--- config.mk ---
export PLATFORM = sky130hd
export DESIGN_NAME = acc_core_wrap
export DESIGN_NICKNAME = d
export VERILOG_FILES = /design/src/hdl/obi_pkg.sv /design/src/hdl/acc_core_pkg.sv /design/src/hdl/acc_core.sv /design/src/hdl/acc_core_wrap.sv
export SDC_FILE = /design/constraint.sdc
export NUM_CORES = 1
export LEC_CHECK = 0
export BUFFER_PORTS_ARGS = -buffer_cell sky130_fd_sc_hd__buf_4
export CAP_MARGIN = 20
export CELL_PAD_IN_SITES_DETAIL_PLACEMENT = 0
export CELL_PAD_IN_SITES_GLOBAL_PLACEMENT = 1
export CORE_MARGIN = 4
export CORE_UTILIZATION = 43
export DETAILED_ROUTE_END_ITERATION = 8
export PLACE_DENSITY = 0.92
export SLEW_MARGIN = 0
export SYNTH_ARGS = -nofsm -noshare
export SYNTH_HDL_FRONTEND = slang
export SYNTH_SLANG_ARGS = --single-unit
--- constraint.sdc ---
create_clock -name clk_i -period 3.5 [get_ports clk_i]
set_clock_uncertainty 0.05 [all_clocks]
set_input_delay 0.7 -clock clk_i [delete_from_list [all_inputs] [get_ports clk_i]]
set_output_delay 0.7 -clock clk_i [all_outputs]
set_load 0.02 [all_outputs]
--- src/hdl/obi_pkg.sv ---
`default_nettype none

package obi_pkg;

    // ------------------------------
    // Bus widths
    // ------------------------------

    // Byte addresses on both ports, word-sized data
    localparam int OBI_ADDR_W = 32;
    localparam int OBI_DATA_W = 32;

    // One byte enable per data byte
    localparam int OBI_BE_W = OBI_DATA_W / 8;

    // ------------------------------
    // Channel types
    // ------------------------------

    // Manager to subordinate, address phase fields plus the response ready
    // The fields are held stable from req until gnt
    typedef struct packed {
        logic                  req;
        logic                  we;
        logic [OBI_BE_W-1:0]   be;
        logic [OBI_ADDR_W-1:0] addr;
        logic [OBI_DATA_W-1:0] wdata;
        logic                  rready;
    } obi_req_t;

    // Subordinate to manager, grant plus the response phase fields
    // rvalid comes one cycle after the grant in this system
    typedef struct packed {
        logic                  gnt;
        logic                  rvalid;
        logic [OBI_DATA_W-1:0] rdata;
        logic                  err;
    } obi_rsp_t;

endpackage : obi_pkg

`default_nettype wire

--- src/hdl/acc_core_pkg.sv ---
`default_nettype none

package acc_core_pkg;

    // Word memory shared by program and data
    localparam int MEM_WORDS = 256;
    localparam int MEM_AW    = 8;

    // Instruction layout: opcode in the top byte, immediate in the low half
    // The immediate is a byte address for LD, ADD, ST and JMP
    localparam int OPC_MSB = 31;
    localparam int OPC_LSB = 24;
    localparam int IMM_W   = 16;

    // Opcodes in the top byte, every other value is illegal
    typedef enum logic [7:0] {
        OP_LDI  = 8'h01,
        OP_LD   = 8'h02,
        OP_ADD  = 8'h03,
        OP_ST   = 8'h04,
        OP_JMP  = 8'h05,
        OP_HALT = 8'h06
    } acc_opcode_e;

    // Core sequencer states
    typedef enum logic [2:0] {
        ST_IDLE       = 3'd0,
        ST_FETCH      = 3'd1,
        ST_FETCH_WAIT = 3'd2,
        ST_EXEC       = 3'd3,
        ST_MEM_WAIT   = 3'd4,
        ST_HALTED     = 3'd5
    } core_state_e;

endpackage : acc_core_pkg

`default_nettype wire

--- src/hdl/acc_core.sv ---
`timescale 1ns/1ps
`default_nettype none

module acc_core
    import obi_pkg::*;
    import acc_core_pkg::*;
(
    input  logic                  clk_i,
    input  logic                  rst_n_i,
    input  logic                  fetch_en_i,
    output logic                  instr_req_o,
    output logic [OBI_ADDR_W-1:0] instr_addr_o,
    input  obi_rsp_t              instr_rsp_i,
    output obi_req_t              data_req_o,
    input  obi_rsp_t              data_rsp_i,
    output core_state_e           state_o,
    output logic [OBI_ADDR_W-1:0] pc_o,
    output logic                  illegal_o
);

    core_state_e           state_q;
    logic [OBI_ADDR_W-1:0] pc_q;
    logic [OBI_DATA_W-1:0] acc_q;
    logic [OBI_DATA_W-1:0] ir_q;
    logic                  illegal_q;
    obi_req_t              data_req_q;

    acc_opcode_e           opcode;
    logic [OBI_ADDR_W-1:0] imm_ext;
    logic [OBI_ADDR_W-1:0] pc_next;

    // ------------------------------
    // Decode
    // ------------------------------

    // Opcode and zero-extended immediate of the held instruction
    assign opcode  = acc_opcode_e'(ir_q[OPC_MSB:OPC_LSB]);
    assign imm_ext = {{(OBI_ADDR_W-IMM_W){1'b0}}, ir_q[IMM_W-1:0]};

    // Sequential pc steps one word, so four bytes
    assign pc_next = pc_q + OBI_ADDR_W'(OBI_BE_W);

    // Instruction word is captured when the fetch response arrives
    always_ff @(posedge clk_i) begin
        if (state_q == ST_FETCH_WAIT && instr_rsp_i.rvalid) begin
            ir_q <= instr_rsp_i.rdata;
        end
    end

    // ------------------------------
    // Sequencer
    // ------------------------------

    always_ff @(posedge clk_i or negedge rst_n_i) begin
        if (!rst_n_i) begin
            state_q    <= ST_IDLE;
            pc_q       <= '0;
            acc_q      <= '0;
            illegal_q  <= 1'b0;
            data_req_q <= '0;
        end else begin
            case (state_q)
                ST_IDLE: begin
                    if (fetch_en_i) begin
                        state_q <= ST_FETCH;
                    end
                end
                // Fetch request is held until the memory grants it
                ST_FETCH: begin
                    if (instr_rsp_i.gnt) begin
                        state_q <= ST_FETCH_WAIT;
                    end
                end
                ST_FETCH_WAIT: begin
                    if (instr_rsp_i.rvalid) begin
                        state_q <= ST_EXEC;
                    end
                end
                ST_EXEC: begin
                    case (opcode)
                        OP_LDI: begin
                            acc_q   <= imm_ext;
                            pc_q    <= pc_next;
                            state_q <= ST_FETCH;
                        end
                        // Memory ops launch the data request on the next cycle
                        OP_LD, OP_ADD, OP_ST: begin
                            data_req_q.req   <= 1'b1;
                            data_req_q.we    <= (opcode == OP_ST);
                            data_req_q.be    <= '1;
                            data_req_q.addr  <= imm_ext;
                            data_req_q.wdata <= acc_q;
                            state_q          <= ST_MEM_WAIT;
                        end
                        OP_JMP: begin
                            pc_q    <= imm_ext;
                            state_q <= ST_FETCH;
                        end
                        // pc stays on the HALT word
                        OP_HALT: begin
                            state_q <= ST_HALTED;
                        end
                        default: begin
                            illegal_q <= 1'b1;
                            state_q   <= ST_HALTED;
                        end
                    endcase
                end
                // First the request waits for gnt, then the response for rvalid
                ST_MEM_WAIT: begin
                    if (data_req_q.req) begin
                        if (data_rsp_i.gnt) begin
                            data_req_q.req <= 1'b0;
                        end
                    end else if (data_rsp_i.rvalid) begin
                        if (opcode == OP_LD) begin
                            acc_q <= data_rsp_i.rdata;
                        end else if (opcode == OP_ADD) begin
                            acc_q <= acc_q + data_rsp_i.rdata;
                        end
                        pc_q    <= pc_next;
                        state_q <= ST_FETCH;
                    end
                end
                // Only reset leaves the halted state
                ST_HALTED: begin
                    state_q <= ST_HALTED;
                end
                default: begin
                    state_q <= ST_IDLE;
                end
            endcase
        end
    end

    // Instruction port carries only req and addr, the wrapper adds the rest
    assign instr_req_o  = (state_q == ST_FETCH);
    assign instr_addr_o = pc_q;
    assign data_req_o   = data_req_q;
    assign state_o      = state_q;
    assign pc_o         = pc_q;
    assign illegal_o    = illegal_q;

endmodule : acc_core

`default_nettype wire

--- src/hdl/acc_core_wrap.sv ---
`timescale 1ns/1ps
`default_nettype none

module acc_core_wrap
    import obi_pkg::*;
    import acc_core_pkg::*;
(
    input  logic                  clk_i,
    input  logic                  rst_n_i,
    input  logic                  fetch_en_i,
    output obi_req_t              instr_req_o,
    input  obi_rsp_t              instr_rsp_i,
    output obi_req_t              data_req_o,
    input  obi_rsp_t              data_rsp_i,
    output logic                  havereset_o,
    output logic                  running_o,
    output logic                  halted_o,
    output logic                  alert_o,
    output logic [OBI_ADDR_W-1:0] pc_o
);

    logic                  core_instr_req;
    logic [OBI_ADDR_W-1:0] core_instr_addr;
    obi_req_t              core_data_req;
    core_state_e           core_state;
    logic                  core_illegal;
    logic                  havereset_q;

    acc_core core_i (
        .clk_i        (clk_i),
        .rst_n_i      (rst_n_i),
        .fetch_en_i   (fetch_en_i),
        .instr_req_o  (core_instr_req),
        .instr_addr_o (core_instr_addr),
        .instr_rsp_i  (instr_rsp_i),
        .data_req_o   (core_data_req),
        .data_rsp_i   (data_rsp_i),
        .state_o      (core_state),
        .pc_o         (pc_o),
        .illegal_o    (core_illegal)
    );

    // ------------------------------
    // OBI tie-offs
    // ------------------------------

    always_comb begin
        // Instruction side only ever reads full words
        instr_req_o.req    = core_instr_req;
        instr_req_o.we     = 1'b0;
        instr_req_o.be     = '1;
        instr_req_o.addr   = core_instr_addr;
        instr_req_o.wdata  = '0;
        instr_req_o.rready = 1'b1;
        // Data side passes through, responses are always accepted
        data_req_o         = core_data_req;
        data_req_o.rready  = 1'b1;
    end

    // ------------------------------
    // Debug status
    // ------------------------------

    // Set by reset, cleared for good by the first granted fetch
    always_ff @(posedge clk_i or negedge rst_n_i) begin
        if (!rst_n_i) begin
            havereset_q <= 1'b1;
        end else if (core_instr_req && instr_rsp_i.gnt) begin
            havereset_q <= 1'b0;
        end
    end

    assign havereset_o = havereset_q;
    assign running_o   = (core_state != ST_IDLE) && (core_state != ST_HALTED);
    assign halted_o    = (core_state == ST_HALTED);
    // The illegal flag and the halted state are set on the same edge
    assign alert_o     = core_illegal;

endmodule : acc_core_wrap

`default_nettype wire

==> results of run 1 <==
## layout make-up
cell class	instances	area (sq um)
flip-flops and latches	144	3720
multi-input cells	696	4340
repair buffers	199	1520
fillers	1859	9250
clock buffers	18	429
well taps	265	332
inverters	8	30.0
clock inverters	14	160
## worst paths after layout
| check | end | slack (ns) | depth (start not counted) |
|---|---|---|---|
| setup / recovery | core_i.acc_q[24] | 0.56 | 9 |
| hold / removal | core_i.data_req_o[25] | 0.30 | 1 |
| setup reg to reg | core_i.acc_q[24] | 0.56 | 9 |
| hold reg to reg | core_i.illegal_o | 0.42 | 1 |
| max in group asynchronous | core_i.data_req_o[35] | 2.27 | 2 |
| min in group clk_i | core_i.ir_q[3] | 0.40 | 1 |
## metal layers
| metal | part of all wire | GRT usage |
|---|---|---|
| met1 | 0.45 | 0.280 |
| met2 | 0.47 | 0.330 |
| met3 | 0.067 | 0.0470 |
| met4 | 0.0081 | 0.0471 |
| met5 | 0 | 0 |
## kinds of logic (layout without fill, tap and decap cells)
family | count (synthesis) | count (layout)
AO/OA/AOI/OAI | 272 | 272
XOR/XNOR | 29 | 29
adder cells (fa/ha/maj) | 33 | 33
buffers and inverters | 144 | 239
flip-flops | 144 | 144
multiplexers | 51 | 51
other | 2 | 55
AND/OR/NAND/NOR | 256 | 256
## stage by stage
step	setup WS (ns)	power [mW]
5_1_grt	0.374	5.49
3_3_place_gp	0.202	3.39
3_5_place_dp	0.249	3.41
4_1_cts	0.624	5.25
2_1_floorplan	0.777	2.99
6_report	0.564	5.22
## state kept, by name, summed over array words and instances (netlist names)
register / count
core_i.acc_q: 32
core_i.data_req_o: 51
core_i.illegal_o: 1
core_i.instr_addr_o: 32
core_i.ir_q: 24
core_i.state_o: 3
havereset_o: 1
## placed cells by master, fill, tap and decap left out, types with 7 or more instances in the layout
cell and instances:
a21oi_1 82, mux2_2 51, clkbuf_16 17, inv_1 8
a21o_1 8, conb_1 55, o21ai_0 88, a31oi_1 11
edfxtp_1 24, nor2b_1 9, or3_1 11, nor2_1 48
dfrtp_1 119, xnor2_1 11, a22oi_1 13, nand2_1 85
ha_1 32, buf_4 197, and3_1 14, a211oi_1 10
nor3_1 11, o21ai_1 16, and2_1 7, nand4_1 12
nand3_1 29, xor2_1 18
## report_power, final
part	internal, mW	leakage [nW]	switching, mW	total [mW]
Combinational	0.540	2.82	0.796	1.34
Clock	1.06	0.287	0.769	1.83
Sequential	1.85	1.83	0.202	2.05
## critical path, cell delays in order (launching register included)
cell,delay [ns]
dfrtp_1,0.41
ha_1,0.24
fa_1,0.44
a211oi_1,0.35
o211ai_1,0.21
a211oi_1,0.43
nor2_1,0.17
a31oi_1,0.25
xor2_1,0.17
o21ai_1,0.07
==> summary.txt, run 1 <==
Floorplanning
  • Num ports: around 250
  • Die area: 0.0228 sq mm
  • Starting Density: 0.444
  • Core ar.: between 0.015 and 0.02 sq mm
  • Die Wd: around 150 um
  • Die Height: 151 um
  • Row count: between 50 and 60

Routing
  • DRT Pass-1 Iters: 4
  • Antenna-violating nets left: 0
  • DR vias/cell: 5.45
  • Final wirelength: between 20,000 and 25,000 um
  • Routed wire length per instance: between 15 and 20 um
  • Starting DRC count in detailed routing: 488
  • DRC viols: 0
  • Via count: 7,321

Logic synthesis
  • Unique masters post-synth: between 60 and 70
  • Simple-gate share of the synthesized area: 0.146
  • Dominant cell type by area after synthesis: dfrtp_1
  • Yosys warns: 0
  • Share of flip-flops with an asynchronous set or reset: 0.833
  • Post-Synthesis Cells: between 900 and 1,000
  • Largest family of logic cells by synthesized area: compound AO/OA/AOI/OAI gates
  • Mux cell area share after synthesis: 0.0654
  • Largest cells by area after synthesis: dfrtp_1 34%, edfxtp_1 8.2%, buf_4 7.8%, mux2_2 6.5%, o21ai_0 5.0%
  • Synth Area in Adders: 0.0479
  • Sequential fraction of the synthesis area: 0.424
  • Post-synth top area share: 0.339
  • Number of synthesized register bits: around 140
  • Xor and xnor area share after synthesis: 0.0289
  • Syn avg cell area: about 9.4 sq um
  • EDFF count, synth: 24
  • Synth cell count leaders: 119 x dfrtp_1, 91 x buf_4, 88 x o21ai_0
  • Compound-Gate Fraction of Synth Area: 0.182
  • Count leader, synth: dfrtp_1
  • Main synth FF type: dfrtp_1
  • Cell Area, Synth: between 0.008 and 0.009 sq mm

Layout
  • ANT cells: 0
  • Synthesis-to-finish area growth: 20.0%
  • Nets: ~1,200
  • Final Instance Area: 0.0105 sq mm
  • Finished Layout Cells: 1,344
  • Post-layout util: 0.533
  • Ratio of cells with drive above 1 in the final layout: 0.274

Timing
  • Fin. Hold Viols: 0
  • RSZ-0062 raised after global routing: false
  • Worst slew pin tran: a little under 0.8 ns
  • Slew Limit Fails: 0
  • Final setup fails: 0
  • Max Freq: ~340 MHz
  • Slew margin rel.: 0.478
  • Tmin final: between 2 and 3 ns
  • Final Cycle Share: 0.839
  • Final hold slack: between 0.2 and 0.3 ns
  • Setup TNS: 0 ns

Global route
  • GRT overflow: 0
  • Global-route usage over all layers: 0.204
  • Pin count of the biggest net entering global routing: between 50 and 60
  • First-pass GRT wire length: 36,500 um
  • Vias in the first global route: about 6,900
  • Initial antenna violation count: 0

Clocking
  • CTS Hold Buffers Added: 0
  • Inserted Clock Buffers: 17
  • CTS H-tree depth: 4
  • CTS Root Cell: clkbuf_16
  • Clk buf depth: 2
  • Clock slew at reported path FFs: about 0.06 ns
  • Clock Latency Late Sink: between 0.4 and 0.5 ns
  • Post-cts sizing count: 0
  • Postcts setup bufs: 0
  • CTS sink count: roughly 140
  • CTS tree: done

Placement
  • Placer Congestion: about 0.9
  • Cell Area, Placed: 0.00994 sq mm
  • DP Wirelength: between 15,000 and 20,000 um
  • Port bufs: 185
  • Placed Cells: roughly 1,300

Setup path
  • Critical R2R Launch: core_i.acc_q[0]
  • Critical Path Start: core_i.acc_q[0]
  • Critical path capture point type: register
  • Worst path required time: 3.74 ns
  • Crit start category: register
  • Crit Path Class: reg2reg
  • Max FO, Critical Path: 3
  • WP data arrival: approximately 3.2 ns

Run status
  • Status: complete, no violations

Worst hold path
  • Hold WC Path Type: in2async

Pwr
  • Pwr per Cell Area: between 400 and 500 mW/mm^2
  • Peak VDD IR: approximately 0.37 mV
  • Pleak: roughly 5 nW

Job
  • Maxcap violations: 0
(Power assumes the default switching activity.)
==> run 2, diff against run 1 <==
--- a/config.mk
+++ b/config.mk
@@ -10,9 +10,9 @@
 export CELL_PAD_IN_SITES_DETAIL_PLACEMENT = 0
 export CELL_PAD_IN_SITES_GLOBAL_PLACEMENT = 1
 export CORE_MARGIN = 4
-export CORE_UTILIZATION = 43
+export CORE_UTILIZATION = 36
 export DETAILED_ROUTE_END_ITERATION = 8
-export PLACE_DENSITY = 0.92
+export PLACE_DENSITY = 0.83
 export SLEW_MARGIN = 0
 export SYNTH_ARGS = -nofsm -noshare
 export SYNTH_HDL_FRONTEND = slang
==> constraint.sdc (replaced) <==
create_clock -name clk_i -period 2.4 [get_ports clk_i]
set_clock_uncertainty 0.05 [all_clocks]
set_input_delay 0.48 -clock clk_i [delete_from_list [all_inputs] [get_ports clk_i]]
set_output_delay 0.48 -clock clk_i [all_outputs]
set_load 0.02 [all_outputs]
==> summary.txt, run 2 (same netlist as run 1, synthesis figures left out) <==
Run status
  • Status: finished, violations left
  • Failing checks: negative setup slack

Placement
  • Placement Setup Slack: -0.444 ns (-0.693 ns)
  • Port bufs: 185 (unchanged)
  • Placer Congestion: 0.841 (-6.2%)
  • DP Wirelength: 19,700 um (+13%)
  • Cell Area, Placed: 0.0109 sq mm (+10%)

Floorplanning
  • Row count: 56 (+9.8%)
  • Core ar.: 0.0238 sq mm (+20%)
  • Die Height: 164 um (+8.8%)
  • Starting Density: 0.369 (-0.0742)
  • Num ports: 251 (unchanged)
  • Die area: 0.0269 sq mm (+18%)
  • Die Wd: 164 um (+8.8%)

Global route
  • Met2 GRT Util: 0.318 (-0.0121)
  • First-pass GRT wire length: 39,800 um (+9.2%)
  • Most used routing layer: met2
  • GRT overflow: 0 (unchanged)
  • Met3 GRT Util: 0.0477 (+0.000701)
  • Vias in the first global route: 7,522 (+9.6%)
  • Global-route usage over all layers: 0.188 (-0.0157)
  • Pin count of the biggest net entering global routing: 44 (-25%)
  • Initial antenna violation count: 0 (unchanged)
  • Met1 Track Usage GR: 0.243 (-0.0371)

Pwr
  • Pleak: 5.60 nW (+14%)
  • Pwr per Cell Area: 665 mW/mm^2 (+34%)
  • Peak VDD IR: 0.486 mV (+32%)

Setup path
  • Critical R2R Launch: core_i.acc_q[0]
  • Critical Path Start: core_i.acc_q[0]
  • Reg-to-reg slack, setup: -0.11 ns (-0.67 ns)
  • WP data arrival: 2.76 ns (-0.42 ns)
  • Crit start category: register
  • Worst path required time: 2.65 ns (-1.09 ns)
  • Critical path's largest stage delay: 0.41 ns (-0.03 ns)
  • Most used cell along the critical path: a211oi_2
  • Critical path capture point type: register
  • Crit Path Class: reg2reg
  • Critical path, cell by cell: ha_4, fa_2, a211oi_2, o211ai_1, a211oi_2, nor2_2, a31oi_1, xor2_1, o21ai_1
  • Slowest-stage cell, CP: dfrtp_1
  • Critical R2R Capture: core_i.acc_q[24]
  • Max FO, Critical Path: 3 (unchanged)
  • R2R cell count: 9 (unchanged)

Layout
  • Commonest non-fill, non-tap cell in the layout: buf_4
  • Final Instance Area: 0.0119 sq mm (+13%)
  • Nets: 1,298 (+11%)
  • Synthesis-to-finish area growth: 35.4%
  • ANT cells: 0 (unchanged)
  • Ratio of cells with drive above 1 in the final layout: 0.387 (+0.112)
  • Most frequent cells in the layout: 313 x buf_4, 117 x dfrtp_1, 83 x nand2_1
  • # fillers: 2,234 (+20%)
  • Max reg flops: 51 (unchanged)

Timing
  • Slew margin rel.: 0.667 (+0.190)
  • Max Freq: 399 MHz (+17%)
  • Final setup fails: 13 (+13)
  • RSZ-0062 raised after global routing: true
  • Final worst slack: -0.105 ns (-0.669 ns)
  • Setup TNS: -0.483 ns (-0.483 ns)
  • Tmin final: 2.51 ns (-0.431 ns)
  • Final Cycle Share: 1.04 (+0.205)
  • Fin. Hold Viols: 0 (unchanged)
  • Worst slew pin tran: 0.497 ns (-0.287 ns)
  • Slew Limit Fails: 0 (unchanged)

Clocking
  • Clock Latency Late Sink: 0.42 ns (about the same)
  • Inserted Clock Buffers: 17 (unchanged)
  • CTS sink count: 144 (unchanged)
  • Clock slew at reported path FFs: 0.07 ns (about the same)
  • Clk buf depth: 2 (unchanged)
  • CTS Root Cell: clkbuf_16
  • CTS tree: done
  • CTS H-tree depth: 4 (unchanged)

Worst hold path
  • Hold worst-path end: core_i.ir_q[9]
  • Hold Path Depth: 1
  • Hold WC Path Type: in2reg
  • Hold path start: instr_rsp_i[10]

Routing
  • Starting DRC count in detailed routing: 404 (-17%)
  • Routed wire length per instance: 17.4 um (-1.4%)
  • DRC viols: 0 (unchanged)
  • Final wirelength: 26,500 um (+12%)
  • Antenna-violating nets left: 0 (unchanged)
  • DRT Pass-1 Iters: 6 (+2)
  • DR vias/cell: 5.12 (-5.9%)
  • Via count: 7,809 (+6.7%)

Job
  • Maxcap violations: 0 (unchanged)
run 2: cell count changes in the layout (fill, tap and decap cells not counted), moves of 4 or more:
| cell | previous run | this run |
|---|---|---|
| o21ai_0 | 88 | 81 |
| ha_1 | 32 | 24 |
| a21oi_2 | 0 | 8 |
| buf_4 | 197 | 313 |
| o21ai_1 | 16 | 22 |
| a21oi_1 | 82 | 74 |
| ha_4 | 0 | 8 |
| clkinv_4 | 6 | 2 |
| buf_12 | 2 | 7 |
run 2: power breakdown:
group	switching [mW]	total (mW)	internal, mW
Clock	1.10	2.59	1.49
Sequential	0.244	2.94	2.70
Combinational	1.34	2.38	1.04
Total	2.69	7.91	5.22
run 2: per-stage QoR:
stage / cells / power (mW) / hold slack [ns] / utilization
after global placement: 1480 / 5.22 / 0.298 / 0.461
after detailed placement: 1480 / 5.25 / 0.300 / 0.461
final: 1524 / 7.91 / 0.179 / 0.500
after CTS: 1516 / 7.89 / 0.166 / 0.490
after global routing: 1524 / 8.33 / 0.161 / 0.500
after floorplan: 984 / 4.36 / 0.134 / -
run 2: what timing repair did:
item / 4_1_cts / 5_1_grt
endpoints found under the setup margin: 17 / 34
hold buffers: 1 / 0
hold endpoints to repair: 9 / 0
cloned: 0 / 1
pin swaps: 19 / 26
gates resized for setup: 18 / 40
setup buffers: 3 / 7
run 2: how the worst max path moves through the flow:
stage                                  end  depth (start not counted)
final                     core_i.acc_q[24]                          9
after CTS                 core_i.acc_q[24]                          9
after global placement    core_i.acc_q[25]                          9
after global routing      core_i.acc_q[24]                          9
after detailed placement  core_i.acc_q[29]                          9
after floorplan           core_i.acc_q[31]                          9
run 2: final cells by class:
cell class                 count  area, sq um  area share
inverter                       8         30.0     0.00253
clock buffer                  20          457      0.0384
timing repair buffer         324         2530       0.213
multi-input combinational    697         4630       0.390
tap                          319          399      0.0336
sequential                   144         3730       0.314
clock inverter                12          105     0.00884
run 2: per-layer routing:
metal / share of wire / vias to the layer above
met4: 0.010 / 0
li1: - / 3762
met1: 0.44 / 3771
met5: 0 / -
met2: 0.49 / 254
met3: 0.067 / 22
run 2: critical path: cells and delay by family, from the launching register on:
| kind | cells | cell delay (ns) |
|---|---|---|
| compound gates | 5 | 1.10 |
| xor+xnor | 1 | 0.17 |
| fa+ha+maj | 2 | 0.53 |
| flops | 1 | 0.41 |
| simple gates | 1 | 0.11 |
==> run 3, diff against run 2 <==
--- a/config.mk
+++ b/config.mk
@@ -5,12 +5,13 @@
 export SDC_FILE = /design/constraint.sdc
 export NUM_CORES = 1
 export LEC_CHECK = 0
+export ABC_AREA = 1
 export BUFFER_PORTS_ARGS = -buffer_cell sky130_fd_sc_hd__buf_4
 export CAP_MARGIN = 20
 export CELL_PAD_IN_SITES_DETAIL_PLACEMENT = 0
 export CELL_PAD_IN_SITES_GLOBAL_PLACEMENT = 1
 export CORE_MARGIN = 4
-export CORE_UTILIZATION = 36
+export CORE_UTILIZATION = 35
 export DETAILED_ROUTE_END_ITERATION = 8
 export PLACE_DENSITY = 0.83
 export SLEW_MARGIN = 0
==> summary.txt, run 3 <==
Logic synthesis
  • Largest cells by area after synthesis: dfrtp_1 30%, nand2_1 16%, edfxtp_1 7.3%, buf_4 7.0%, inv_1 6.8%
  • Syn avg cell area: 7.24 sq um (-23%)
  • Number of synthesized register bits: 144 (unchanged)
  • Share of flip-flops with an asynchronous set or reset: 0.833 (unchanged)
  • Cell Area, Synth: 0.00991 sq mm (+13%)
  • EDFF count, synth: 24 (unchanged)
  • Yosys warns: 0 (unchanged)
  • Post-synth top area share: 0.301 (-0.0387)
  • Dominant cell type by area after synthesis: dfrtp_1
  • Unique masters post-synth: 45 (-27%)
  • Main synth FF type: dfrtp_1
  • Synth cell count leaders: 430 x nand2_1, 179 x inv_1, 135 x nor2_1
  • Post-Synthesis Cells: 1,369 (+47%)
  • Sequential fraction of the synthesis area: 0.376 (-0.0485)
  • Count leader, synth: nand2_1

Placement
  • Placer Congestion: 0.899 (+6.9%)
  • Port bufs: 185 (unchanged)
  • DP Wirelength: 23,600 um (+20%)
  • Cell Area, Placed: 0.0113 sq mm (+3.5%)

Setup path
  • Crit Path Class: reg2reg
  • WP data arrival: 2.43 ns (-0.33 ns)
  • Reg-to-reg slack, setup: 0.21 ns (+0.32 ns)
  • Worst setup path end: core_i.acc_q[16]
  • R2R cell count: 12 (+3)
  • Crit start category: register
  • Critical path capture point type: register
  • Worst path required time: 2.65 ns (about the same)
  • Critical Path Start: core_i.acc_q[0]
  • Critical R2R Launch: core_i.acc_q[0]
  • Max FO, Critical Path: 3 (unchanged)
  • Critical R2R Capture: core_i.acc_q[16]

Routing
  • Antenna-violating nets left: 0 (unchanged)
  • Routed wire length per instance: 15.4 um (-11%)
  • DRC viols: 0 (unchanged)
  • Final wirelength: 29,700 um (+12%)
  • DR vias/cell: 4.61 (-10%)
  • Starting DRC count in detailed routing: 551 (+36%)
  • Via count: 8,854 (+13%)
  • DRT Pass-1 Iters: 5 (-1)

Timing
  • Setup TNS: 0 ns (+0.483 ns)
  • Worst slew pin tran: 0.604 ns (+0.107 ns)
  • Max Freq: 457 MHz (+14%)
  • Final Cycle Share: 0.912 (-0.132)
  • Final setup fails: 0 (-13)
  • Slew Limit Fails: 0 (unchanged)
  • Slew margin rel.: 0.598 (-0.0697)
  • Fin. Hold Viols: 0 (unchanged)
  • RSZ-0062 raised after global routing: false
  • Tmin final: 2.19 ns (-0.317 ns)

Worst hold path
  • Hold WC Path Type: in2reg

Clocking
  • CTS tree: done
  • Inserted Clock Buffers: 17 (unchanged)
  • CTS H-tree depth: 4 (unchanged)
  • Clk buf depth: 2 (unchanged)
  • CTS sink count: 144 (unchanged)
  • Clock Latency Late Sink: 0.43 ns (about the same)
  • Clock slew at reported path FFs: 0.06 ns (about the same)
  • CTS Root Cell: clkbuf_16

Global route
  • Met1 Track Usage GR: 0.257 (+0.0143)
  • Vias in the first global route: 8,541 (+14%)
  • GRT overflow: 0 (unchanged)
  • Met2 GRT Util: 0.313 (-0.00508)
  • Global-route usage over all layers: 0.189 (+0.00104)
  • Met3 GRT Util: 0.0281 (-0.0196)
  • Pin count of the biggest net entering global routing: 70 (+59%)
  • Most used routing layer: met2
  • Initial antenna violation count: 2 (+2)
  • First-pass GRT wire length: 46,100 um (+16%)

Layout
  • Max reg flops: 51 (unchanged)
  • Ratio of cells with drive above 1 in the final layout: 0.195 (-0.192)
  • Commonest non-fill, non-tap cell in the layout: nand2_1
  • Synthesis-to-finish area growth: 20.3%
  • # fillers: 2,879 (+29%)
  • Most frequent cells in the layout: 430 x nand2_1, 202 x buf_4, 179 x inv_1
  • Final Instance Area: 0.0119 sq mm (+0.25%)
  • Nets: 1,634 (+26%)

Floorplanning
  • Starting Density: 0.356 (-0.0138)
  • Die Height: 176 um (+7.4%)
  • Row count: 61 (+8.9%)
  • Die Wd: 176 um (+7.4%)
  • Die area: 0.0311 sq mm (+15%)
  • Num ports: 251 (unchanged)
  • Core ar.: 0.0279 sq mm (+17%)

Run status
  • Status: complete, no violations

Job
  • Maxcap violations: 0 (unchanged)

Pwr
  • Pwr per Cell Area: 985 mW/mm^2 (+48%)
  • Pleak: 6.63 nW (+18%)
  • Peak VDD IR: 0.494 mV (+1.7%)
run 3: repair_timing:
item | 4_1_cts | 5_1_grt
buffers inserted | 0 | 0
hold buffers | 1 | 0
setup endpoints to repair | 0 | 2
hold endpoints to repair | 26 | 0
resized for setup | 0 | 1
run 3: worst min-delay path by stage:
| stage | from | to | slack, ns | cells past startpoint |
|---|---|---|---|---|
| finish | instr_rsp_i[34] | havereset_o | 0.17 | 2 |
| global route | instr_rsp_i[31] | core_i.ir_q[30] | 0.16 | 1 |
| CTS | instr_rsp_i[34] | havereset_o | 0.16 | 2 |
| detailed placement | rst_n_i | core_i.instr_addr_o[26] | 0.38 | 1 |
| global placement | rst_n_i | core_i.instr_addr_o[26] | 0.38 | 1 |
| floorplan | rst_n_i | core_i.acc_q[0] | 0.13 | 0 |
run 3: worst max-delay path: stages, from the launching register on:
cell and delay (ns):
dfrtp_1 0.40, ha_1 0.22, fa_1 0.39, nand3_1 0.09, nand3_1 0.14, nand2_1 0.09
nand3_1 0.15, nand2_1 0.11, nand2_1 0.08, nand2_1 0.06, nand2_1 0.04, o21ai_0 0.15
o21ai_1 0.09
run 3: cells by family (layout without fill, tap and decap cells):
family	Yosys count	in the layout	synth area share
compound gates	157	157	0.0913
xor+xnor	21	21	0.0186
buf+inv	306	425	0.155
mux	29	29	0.0330
fa+ha+maj	33	33	0.0424
flops	144	144	0.376
other cells	2	57	0.000758
simple gates	677	677	0.283
run 3: power breakdown:
group | internal [mW] | leakage [nW] | switching (mW) | total (mW)
clock | 1.47 | 0.276 | 1.14 | 2.62
sequential | 2.99 | 1.82 | 0.541 | 3.53
combinational | 2.00 | 4.54 | 3.57 | 5.58
run 3: final cells by class:
class                   instances  area, sq um  area share
diodes                          2         5.00    0.000420
repair buffers                206         1590       0.133
clock inverters                13          123      0.0103
inverters                     187          707      0.0593
multi-input cells             972         4850       0.407
well taps                     378          473      0.0397
flip-flops and latches        144         3720       0.313
clock buffers                  19          443      0.0372
run 3: layer usage:
layer	part of all wire	up-vias
met5	0	-
li1	-	4496
met3	0.048	40
met1	0.46	4085
met2	0.47	233
met4	0.023	0
run 3: stage by stage:
step	total power, mW	hold WS [ns]	util	setup WS [ns]	cells
6_report	11.7	0.166	0.428	0.212	1921
5_1_grt	12.7	0.161	0.428	0.0637	1921
4_1_cts	11.8	0.157	0.427	0.173	1919
3_5_place_dp	9.14	0.381	0.407	-0.0317	1886
3_3_place_gp	9.08	0.382	0.407	-0.0182	1886
2_1_floorplan	7.47	0.134	-	0.183	1422
